**src/muldiv_defines.svh**
```systemverilog
/*
 * Fixed parameters of the RV32M multiply/divide unit.
 * Include this wherever the data width, the divide step count or a funct3 code is needed.
 */
`ifndef MULDIV_DEFINES_SVH
`define MULDIV_DEFINES_SVH

`define MULDIV_XLEN       32  // operand and result width
`define MULDIV_DIV_STEPS  32  // one quotient bit per step

// ------------------------------------------------------------
// funct3 codes of the M extension
// ------------------------------------------------------------
`define MULDIV_F3_MUL     3'd0
`define MULDIV_F3_MULH    3'd1
`define MULDIV_F3_MULHSU  3'd2
`define MULDIV_F3_MULHU   3'd3
`define MULDIV_F3_DIV     3'd4
`define MULDIV_F3_DIVU    3'd5
`define MULDIV_F3_REM     3'd6
`define MULDIV_F3_REMU    3'd7

`endif

```
**src/muldiv_pkg.sv**
```systemverilog
/*
 * Types shared by the multiply/divide unit and its testbench.
 * Refer to them by scoped name, e.g. muldiv_pkg::word_t.
 */
`include "muldiv_defines.svh"

package muldiv_pkg;

    // ------------------------------------------------------------
    // data vectors
    // ------------------------------------------------------------
    typedef logic [`MULDIV_XLEN-1:0]   word_t;   // one operand or result
    typedef logic [2*`MULDIV_XLEN-1:0] dword_t;  // full product
    typedef logic [2:0]                funct3_t; // operation select

    typedef logic [$clog2(`MULDIV_DIV_STEPS)-1:0] step_cnt_t;  // divide iterations left

    // ------------------------------------------------------------
    // state machines
    // ------------------------------------------------------------
    typedef enum logic [1:0] {
        DIV_IDLE,
        DIV_CHECK,  // divisor test and magnitudes
        DIV_EXEC,   // shift-subtract steps
        DIV_RET     // result on the output
    } div_state_t;

    typedef enum logic [1:0] {
        MUL_IDLE,
        MUL_EXEC,
        MUL_RET
    } mul_state_t;

endpackage

```
**src/div_step_counter.sv**
```systemverilog
/*
 * Down-counter of divider iterations.
 * Loaded with the step count minus one in the check state and stepped once
 * per execute cycle; last_o marks the final iteration.
 */
`timescale 1ns/1ps
`include "muldiv_defines.svh"

module div_step_counter (
    input  logic clk_i,
    input  logic rst_i,
    input  logic load_i,
    input  logic step_i,
    output logic last_o
);

    muldiv_pkg::step_cnt_t count_q;

    always_ff @(posedge clk_i) begin
        if (rst_i) begin
            count_q <= '0;
        end else if (load_i) begin
            count_q <= muldiv_pkg::step_cnt_t'(`MULDIV_DIV_STEPS - 1);  // 31 for RV32
        end else if (step_i) begin
            count_q <= count_q - 1'b1;
        end
    end

    assign last_o = (count_q == '0);  // final shift-subtract step

    // ------------------------------------------------------------
    // checks
    // ------------------------------------------------------------
    // the FSM must stop stepping once the last iteration is reached
    a_no_step_at_zero : assert property (
        @(posedge clk_i) disable iff (rst_i)
        step_i |-> (count_q != '0)
    ) else $error("divider step requested with a zero count");

endmodule

```
**src/div_fsm.sv**
```systemverilog
/*
 * Control FSM of the restoring divider.
 * Starts on a valid divide code, takes the short path for a zero divisor,
 * sequences the step counter and drives the stall level.
 */
`timescale 1ns/1ps
`include "muldiv_defines.svh"

module div_fsm (
    input  logic                   clk_i,
    input  logic                   rst_i,
    input  logic                   valid_i,
    input  muldiv_pkg::funct3_t    funct3_i,
    input  logic                   divisor_zero_i,
    input  logic                   last_step_i,
    output logic                   start_o,
    output logic                   cnt_load_o,
    output logic                   cnt_step_o,
    output logic                   stall_o,
    output muldiv_pkg::div_state_t state_o
);

    muldiv_pkg::div_state_t state_q;
    muldiv_pkg::div_state_t state_d;
    logic                   is_div_code;

    assign is_div_code = (funct3_i == `MULDIV_F3_DIV) || (funct3_i == `MULDIV_F3_DIVU) ||
                         (funct3_i == `MULDIV_F3_REM) || (funct3_i == `MULDIV_F3_REMU);

    assign start_o = (state_q == muldiv_pkg::DIV_IDLE) && valid_i && is_div_code;

    always_comb begin
        state_d = state_q;
        case (state_q)
            muldiv_pkg::DIV_IDLE: begin
                if (start_o) begin
                    state_d = muldiv_pkg::DIV_CHECK;
                end
            end
            muldiv_pkg::DIV_CHECK: begin
                state_d = divisor_zero_i ? muldiv_pkg::DIV_RET : muldiv_pkg::DIV_EXEC;
            end
            muldiv_pkg::DIV_EXEC: begin
                if (last_step_i) begin
                    state_d = muldiv_pkg::DIV_RET;
                end
            end
            default: begin
                state_d = muldiv_pkg::DIV_IDLE;  // return lasts one cycle
            end
        endcase
    end

    always_ff @(posedge clk_i) begin
        if (rst_i) begin
            state_q <= muldiv_pkg::DIV_IDLE;
        end else begin
            state_q <= state_d;
        end
    end

    assign cnt_load_o = (state_q == muldiv_pkg::DIV_CHECK);
    assign cnt_step_o = (state_q == muldiv_pkg::DIV_EXEC) && !last_step_i;
    assign stall_o    = (state_d != muldiv_pkg::DIV_IDLE);  // low again in the return cycle
    assign state_o    = state_q;

    // ------------------------------------------------------------
    // checks
    // ------------------------------------------------------------
    // full iteration count from check to return across counter and FSM
    a_div_latency : assert property (
        @(posedge clk_i) disable iff (rst_i)
        (state_q == muldiv_pkg::DIV_CHECK && !divisor_zero_i)
            |-> ##(`MULDIV_DIV_STEPS + 1) (state_q == muldiv_pkg::DIV_RET)
    ) else $error("divider return not reached after the full step count");

endmodule

```
**src/div_datapath.sv**
```systemverilog
/*
 * Datapath of the restoring divider.
 * Holds the divisor, the partial remainder and the quotient, makes operands
 * unsigned before the iterations and fixes the signs on the way out.
 * rslt_o is zero outside the return state so results can be ORed.
 */
`timescale 1ns/1ps
`include "muldiv_defines.svh"

module div_datapath (
    input  logic                   clk_i,
    input  logic                   rst_i,
    input  logic                   start_i,
    input  muldiv_pkg::div_state_t state_i,
    input  muldiv_pkg::funct3_t    funct3_i,
    input  muldiv_pkg::word_t      src1_i,
    input  muldiv_pkg::word_t      src2_i,
    output logic                   divisor_zero_o,
    output muldiv_pkg::word_t      rslt_o
);

    // ------------------------------------------------------------
    // operation decode
    // ------------------------------------------------------------
    logic is_signed;
    logic is_rem_op;

    assign is_signed = (funct3_i == `MULDIV_F3_DIV) || (funct3_i == `MULDIV_F3_REM);
    assign is_rem_op = (funct3_i == `MULDIV_F3_REM) || (funct3_i == `MULDIV_F3_REMU);

    // sign and select flags
    logic is_rem_q;
    logic dividend_neg_q;
    logic divisor_neg_q;
    logic quot_neg_q;
    logic rem_neg_q;

    // working registers
    muldiv_pkg::word_t divisor_q;
    muldiv_pkg::word_t remainder_q;
    muldiv_pkg::word_t quotient_q;

    logic in_check;
    logic in_exec;

    assign in_check = (state_i == muldiv_pkg::DIV_CHECK);
    assign in_exec  = (state_i == muldiv_pkg::DIV_EXEC);

    assign divisor_zero_o = (divisor_q == '0);  // only meaningful in check

    // ------------------------------------------------------------
    // magnitudes and one restoring step
    // ------------------------------------------------------------
    muldiv_pkg::word_t      dividend_mag;
    muldiv_pkg::word_t      divisor_mag;
    logic [`MULDIV_XLEN:0]   shifted;   // keeps the remainder msb
    logic [`MULDIV_XLEN+1:0] diff;
    logic                   quot_bit;

    assign dividend_mag = dividend_neg_q ? -remainder_q : remainder_q;
    assign divisor_mag  = divisor_neg_q ? -divisor_q : divisor_q;

    assign shifted  = {remainder_q, quotient_q[`MULDIV_XLEN-1]};
    assign diff     = {1'b0, shifted} - {2'b00, divisor_q};
    assign quot_bit = !diff[`MULDIV_XLEN+1];  // no borrow means the subtraction sticks

    always_ff @(posedge clk_i) begin
        if (rst_i) begin
            is_rem_q       <= 1'b0;
            dividend_neg_q <= 1'b0;
            divisor_neg_q  <= 1'b0;
            quot_neg_q     <= 1'b0;
            rem_neg_q      <= 1'b0;
        end else if (start_i) begin
            is_rem_q       <= is_rem_op;
            dividend_neg_q <= is_signed && src1_i[`MULDIV_XLEN-1];
            divisor_neg_q  <= is_signed && src2_i[`MULDIV_XLEN-1];
            quot_neg_q     <= is_signed && (src1_i[`MULDIV_XLEN-1] ^ src2_i[`MULDIV_XLEN-1]);
            rem_neg_q      <= is_signed && src1_i[`MULDIV_XLEN-1];  // follows the dividend
        end else if (in_check && divisor_zero_o) begin
            quot_neg_q     <= 1'b0;  // raw all ones and dividend
            rem_neg_q      <= 1'b0;
        end
    end

    always_ff @(posedge clk_i) begin
        if (start_i) begin
            divisor_q   <= src2_i;
            remainder_q <= src1_i;  // dividend parked here until check
            quotient_q  <= '0;
        end else if (in_check) begin
            if (divisor_zero_o) begin
                quotient_q  <= '1;
            end else begin
                divisor_q   <= divisor_mag;
                remainder_q <= '0;
                quotient_q  <= dividend_mag;  // shifted out msb first
            end
        end else if (in_exec) begin
            remainder_q <= quot_bit ? diff[`MULDIV_XLEN-1:0] : shifted[`MULDIV_XLEN-1:0];
            quotient_q  <= {quotient_q[`MULDIV_XLEN-2:0], quot_bit};
        end
    end

    // ------------------------------------------------------------
    // result
    // ------------------------------------------------------------
    muldiv_pkg::word_t quot_fixed;
    muldiv_pkg::word_t rem_fixed;

    assign quot_fixed = quot_neg_q ? -quotient_q : quotient_q;
    assign rem_fixed  = rem_neg_q ? -remainder_q : remainder_q;

    assign rslt_o = (state_i != muldiv_pkg::DIV_RET) ? '0 :
                    (is_rem_q ? rem_fixed : quot_fixed);

    // a zero divisor must take the short path and never iterate
    a_exec_divisor_nonzero : assert property (
        @(posedge clk_i) disable iff (rst_i)
        in_exec |-> (divisor_q != '0)
    ) else $error("divider iterating with a zero divisor");

endmodule

```
**src/multiplier.sv**
```systemverilog
/*
 * Two-stage RV32M multiplier.
 * Captures 33-bit sign-extended operands on issue, registers the signed
 * product one cycle later and presents the selected half in the return state.
 */
`timescale 1ns/1ps
`include "muldiv_defines.svh"

module multiplier (
    input  logic                clk_i,
    input  logic                rst_i,
    input  logic                valid_i,
    input  muldiv_pkg::funct3_t funct3_i,
    input  muldiv_pkg::word_t   src1_i,
    input  muldiv_pkg::word_t   src2_i,
    output logic                stall_o,
    output muldiv_pkg::word_t   rslt_o
);

    muldiv_pkg::mul_state_t state_q;
    muldiv_pkg::mul_state_t state_d;

    logic is_mul_code;
    logic src1_signed;
    logic src2_signed;
    logic start;

    assign is_mul_code = (funct3_i == `MULDIV_F3_MUL)    || (funct3_i == `MULDIV_F3_MULH) ||
                         (funct3_i == `MULDIV_F3_MULHSU) || (funct3_i == `MULDIV_F3_MULHU);
    assign src1_signed = (funct3_i == `MULDIV_F3_MULH) || (funct3_i == `MULDIV_F3_MULHSU);
    assign src2_signed = (funct3_i == `MULDIV_F3_MULH);

    assign start = (state_q == muldiv_pkg::MUL_IDLE) && valid_i && is_mul_code;

    // ------------------------------------------------------------
    // control
    // ------------------------------------------------------------
    always_comb begin
        case (state_q)
            muldiv_pkg::MUL_IDLE: state_d = start ? muldiv_pkg::MUL_EXEC : muldiv_pkg::MUL_IDLE;
            muldiv_pkg::MUL_EXEC: state_d = muldiv_pkg::MUL_RET;
            default:              state_d = muldiv_pkg::MUL_IDLE;
        endcase
    end

    always_ff @(posedge clk_i) begin
        if (rst_i) begin
            state_q <= muldiv_pkg::MUL_IDLE;
        end else begin
            state_q <= state_d;
        end
    end

    assign stall_o = (state_d != muldiv_pkg::MUL_IDLE);

    // ------------------------------------------------------------
    // datapath
    // ------------------------------------------------------------
    logic signed [`MULDIV_XLEN:0]     op_a_q;  // 33-bit operands
    logic signed [`MULDIV_XLEN:0]     op_b_q;
    logic signed [2*`MULDIV_XLEN+1:0] full_product;
    muldiv_pkg::dword_t               product_q;
    logic                             high_q;

    assign full_product = op_a_q * op_b_q;

    always_ff @(posedge clk_i) begin
        if (start) begin
            op_a_q <= {src1_signed && src1_i[`MULDIV_XLEN-1], src1_i};
            op_b_q <= {src2_signed && src2_i[`MULDIV_XLEN-1], src2_i};
            high_q <= (funct3_i != `MULDIV_F3_MUL);  // all but MUL take the upper word
        end
        if (state_q == muldiv_pkg::MUL_EXEC) begin
            product_q <= full_product[2*`MULDIV_XLEN-1:0];
        end
    end

    assign rslt_o = (state_q != muldiv_pkg::MUL_RET) ? '0 :
                    (high_q ? product_q[2*`MULDIV_XLEN-1:`MULDIV_XLEN]
                            : product_q[`MULDIV_XLEN-1:0]);

endmodule

```
**src/muldiv.sv**
```systemverilog
/*
 * RV32M execution unit: multiplier and restoring divider side by side.
 * Issue with a one-cycle valid_i pulse; hold off while stall_o is high.
 * The result is valid in the cycle where stall_o drops, zero otherwise.
 */
`timescale 1ns/1ps

module muldiv (
    input  logic                clk_i,
    input  logic                rst_i,
    input  logic                valid_i,
    input  muldiv_pkg::funct3_t funct3_i,
    input  muldiv_pkg::word_t   src1_i,
    input  muldiv_pkg::word_t   src2_i,
    output logic                stall_o,
    output muldiv_pkg::word_t   rslt_o
);

    logic                   mul_stall;
    muldiv_pkg::word_t      mul_rslt;
    logic                   div_stall;
    muldiv_pkg::word_t      div_rslt;
    logic                   div_start;
    logic                   cnt_load;
    logic                   cnt_step;
    logic                   last_step;
    logic                   divisor_zero;
    muldiv_pkg::div_state_t div_state;

    // ------------------------------------------------------------
    // multiplier, funct3 0 to 3
    // ------------------------------------------------------------
    multiplier u_multiplier (
        .clk_i    (clk_i),
        .rst_i    (rst_i),
        .valid_i  (valid_i),
        .funct3_i (funct3_i),
        .src1_i   (src1_i),
        .src2_i   (src2_i),
        .stall_o  (mul_stall),
        .rslt_o   (mul_rslt)
    );

    // ------------------------------------------------------------
    // divider, funct3 4 to 7
    // ------------------------------------------------------------
    div_fsm u_div_fsm (
        .clk_i          (clk_i),
        .rst_i          (rst_i),
        .valid_i        (valid_i),
        .funct3_i       (funct3_i),
        .divisor_zero_i (divisor_zero),
        .last_step_i    (last_step),
        .start_o        (div_start),
        .cnt_load_o     (cnt_load),
        .cnt_step_o     (cnt_step),
        .stall_o        (div_stall),
        .state_o        (div_state)
    );

    div_step_counter u_div_step_counter (
        .clk_i  (clk_i),
        .rst_i  (rst_i),
        .load_i (cnt_load),
        .step_i (cnt_step),
        .last_o (last_step)
    );

    div_datapath u_div_datapath (
        .clk_i          (clk_i),
        .rst_i          (rst_i),
        .start_i        (div_start),
        .state_i        (div_state),
        .funct3_i       (funct3_i),
        .src1_i         (src1_i),
        .src2_i         (src2_i),
        .divisor_zero_o (divisor_zero),
        .rslt_o         (div_rslt)
    );

    assign stall_o = mul_stall | div_stall;
    assign rslt_o  = mul_rslt | div_rslt;  // idle unit drives zero

endmodule

```
**config.mk**
```make
export PLATFORM = sky130hd
export DESIGN_NAME = muldiv
export DESIGN_NICKNAME = d
export VERILOG_FILES = /design/src/muldiv_pkg.sv /design/src/div_step_counter.sv /design/src/div_fsm.sv /design/src/div_datapath.sv /design/src/multiplier.sv /design/src/muldiv.sv
export VERILOG_INCLUDE_DIRS = /design/src
export SDC_FILE = /design/constraint.sdc
export NUM_CORES = 2
export LEC_CHECK = 0
export BUFFER_PORTS_ARGS = -buffer_cell sky130_fd_sc_hd__buf_4
export CAP_MARGIN = 20
export CORE_MARGIN = 1
export CORE_UTILIZATION = 60
export CTS_CLUSTER_DIAMETER = 80
export DETAILED_ROUTE_END_ITERATION = 10
export GPL_ROUTABILITY_DRIVEN = 1
export GPL_TIMING_DRIVEN = 0
export PLACE_DENSITY = 0.8
export SLEW_MARGIN = 20
export SYNTH_ARGS = -nofsm -noshare
export SYNTH_HDL_FRONTEND = slang
export SYNTH_SLANG_ARGS = --single-unit
```
**constraint.sdc**
```tcl
create_clock -name clk_i -period 23.8 [get_ports clk_i]
set_input_delay 1.19 -clock clk_i [delete_from_list [all_inputs] [get_ports clk_i]]
set_output_delay 1.19 -clock clk_i [all_outputs]
set_load 0.05 [all_outputs]
```
==> impl_metrics.py <==
metrics = {
    "setup_path": {
        "r2r_setup_slack_ps": 12510,
        "reg2reg_depth": 23,
        "arrival_ps": 11550,
        "r2r_end": "u_multiplier.product_q[61]",
        "crit_type": "reg2reg",
        "worst_setup_path_start_kind": "flop",
        "reg2reg_from": "u_multiplier.op_a_q[32]",
        "required_ps": 24060,
        "crit_fanout": 10,
        "endpoint_kind": "flop",
    },
    "floorplan": {
        "die_w_um": 297,
        "design.core.area_um2": 85700,
        "fp-row-count": 107,
        "start_util_pct": 60.9,
        "ioPinCount": 103,
        "die-area_um2": 88200,
        "die_h_um": 297,
    },
    "clocking": {
        "hold_buffers": 0,
        "clock-sinks": 241,
        "clock_path_buffers": 3,
        "clock-root-buffer": "clkbuf_16",
        "cts_tree": "built",
        "path_clk_slew_ps": 70,
        "post_cts_resized": 0,
        "cts_buffers": 26,
        "post-cts-setup-buffers": 0,
        "h-tree-depth": 1,
        "clk_latency_ps": 580,
    },
    "timing": {
        "finalSetupViolCount": 0,
        "fin_skew_ps": 39.4,
        "setup_tns_ps": 0,
        "worst_slew_pin_slew_ps": 1410,
        "fin_ws_ps": 12510,
        "drv_slew": 0,
        "max_freq_mhz": 88.6,
        "relSlewSlack_pct": 6.24,
        "finalCriticalPeriod_ps": 11290,
        "period_share_pct": 47.4,
        "rsz0062_at_grt": "false",
        "hold_violations": 0,
    },
    "global_route": {
        "grt_pass1_wl_mm": 286,
        "grt_use_met3_pct": 15.5,
        "busiest_layer": "met2",
        "grt_util_met1_pct": 57.7,
        "antenna_found_initial": 27,
        "use_met2_pct": 64.6,
        "grt_pass1_vias": 43808,
        "grt-ovfl-total": 0,
        "grt_max_degree": 28,
        "grt_use_total_pct": 45.2,
    },
    "detailed_routing": {
        "dr_total_vias": 42453,
        "viasPerCell": 6.18,
        "wirelength_mm": 196,
        "ant_nets": 0,
        "drt_iter0_drc": 5159,
        "routedWlPerCell_um": 28.5,
        "dr.pass1.iters": 9,
        "drc": 0,
    },
    "synth": {
        "synth_top_family_by_area": "adder cells",
        "synthDistinctLibCells": 74,
        "syn_area_um2": 52200,
        "synth_compound_area_share_pct": 6.47,
        "synth.area.top_cells": "fa_1, edfxtp_1, inv_1",
        "yosys.area_share.simple_pct": 15.8,
        "yosysWarningCount": 0,
        "ys_top_cells_by_count": "inv_1, fa_1, nand2_1",
        "synth_seq_cells": 241,
        "syn-instance-count": 5536,
        "async_flop_share_pct": 0,
        "yosys.area_share.adder_pct": 49.2,
        "netlist.area_leader.share_pct": 43.2,
        "yosysSeqAreaShare_pct": 13.0,
        "synth_area_per_cell_um2": 9.43,
        "synth_edf_count": 195,
        "yosysMostFrequentCell": "inv_1",
        "muxShareOfSynthArea_pct": 1.23,
        "syn-num-nets": 6984,
        "synthXorXnorAreaFrac_pct": 3.73,
        "ys.flop_type": "edfxtp_1",
        "synth_top_area_cell": "fa_1",
    },
    "hold_path": {
        "holdPathEnd": "u_div_datapath.divisor_neg_q",
        "hp-class": "reg2reg",
        "hold_start": "u_div_datapath.divisor_neg_q",
        "min_path_cells": 2,
    },
    "flow_run": {
        "drv_cap": 0,
    },
    "placed_design": {
        "finalWeightedCongestion": 1.11,
        "dp_hpwl_mm": 159,
        "pre_cts_ws_ps": 13040,
        "port_buffers": 102,
    },
    "outcome": {
        "status": "completed",
    },
    "final_layout": {
        "drive_gt1_share_pct": 3.65,
        "area_delta_synth_final_pct": 6.26,
        "fillers": 7166,
        "finalNetCount": 7130,
    },
}
[logic make-up after synthesis]
kind of cell,count (synthesis)
AO/OA/AOI/OAI,541
XOR/XNOR,222
adder cells (fa/ha/maj),1378
buffers and inverters,1455
flip-flops,241
multiplexers,64
AND/OR/NAND/NOR,1635
[sequential cells by signal, summed over array words and instances, names as in the netlist, 2 cells and up]
register / cells
u_div_datapath.divisor_q: 32
u_div_datapath.quotient_q: 32
u_div_datapath.remainder_q: 32
u_div_fsm.state_o: 2
u_div_step_counter.count_q: 5
u_multiplier.op_a_q: 33
u_multiplier.op_b_q: 33
u_multiplier.product_q: 64
u_multiplier.state_q: 2
[worst max-delay path, cell delays in order (launching register included)]
cell and delay [ps]:
edfxtp_1 480, clkbuf_1 750, nand2_1 240, inv_1 180, fa_1 500, fa_1 570
fa_2 840, inv_1 220, fa_1 1060, fa_1 570, fa_1 560, fa_1 430
fa_1 770, inv_1 80, ha_1 450, a21o_1 220, a21o_1 160, a21oi_1 410
o211ai_1 310, a211oi_1 690, o31ai_1 440, a311oi_2 510, mux2i_1 240, o2111ai_1 250
[per-stage QoR]
| stage | instances | hold slack, ps | area, um^2 | util (%) |
|---|---|---|---|---|
| after floorplan | 5536 | 432 | 52200 | - |
| after global routing | 6848 | 509 | 55400 | 64.7 |
| after global placement | 6782 | 439 | 54400 | 63.5 |
| after CTS | 6843 | 454 | 55400 | 64.6 |
| final | 6872 | 451 | 55500 | 64.7 |
| after detailed placement | 6798 | 446 | 54600 | 63.7 |
[worst max path at each step]
stage / from / endpoint / cells after the start
2_1_floorplan: funct3_i[2] / stall_o / 2
3_3_place_gp: funct3_i[2] / stall_o / 4
3_5_place_dp: u_multiplier.op_a_q[32] / u_multiplier.product_q[61] / 23
4_1_cts: u_multiplier.op_a_q[32] / u_multiplier.product_q[61] / 23
5_1_grt: u_multiplier.op_a_q[32] / u_multiplier.product_q[61] / 23
6_report: u_multiplier.op_a_q[32] / u_multiplier.product_q[61] / 23
[area by class of cell]
type / instances / area [um^2] / area share (%)
clock buffers: 33 / 677 / 1.22
repair buffers: 118 / 946 / 1.71
clock inverters: 12 / 100 / 0.180
multi-input cells: 3840 / 39900 / 72.0
inverters: 1158 / 4350 / 7.84
well taps: 1144 / 1430 / 2.58
flip-flops and latches: 241 / 6780 / 12.2
diodes: 29 / 72.6 / 0.131
plain buffers: 297 / 1190 / 2.14
[layer usage]
metal	vias up	share of wire [%]
met5	-	0.0041
met2	3407	42
met1	21096	34
li1	17117	-
met3	831	15
met4	2	9.1
[cells in the final DEF (no fill, tap or decap), types with 24 or more instances in the layout]
cell,synthesis,routed
edfxtp_1,195,195
mux2i_1,63,63
nor2_1,106,106
dfxtp_1,46,46
and2_1,543,543
nor3_1,37,37
or3_1,29,29
nand2_1,701,700
fa_1,1126,1125
xor2_1,61,61
clkbuf_16,0,26
nand2b_1,48,48
a21oi_1,169,169
a211oi_1,24,24
o221ai_1,30,30
nor2b_1,40,39
o21ai_0,106,105
xnor2_1,161,161
ha_1,252,252
inv_1,1158,1158
nand3_1,33,33
o21ai_1,45,45
diode_2,0,29
buf_4,0,105
clkbuf_1,274,274
nand4_1,24,24
o211ai_1,38,38
Power is left out: the tool's default activity adds up to more than one toggle a clock period on the data nets, which glitch-free logic cannot reach.
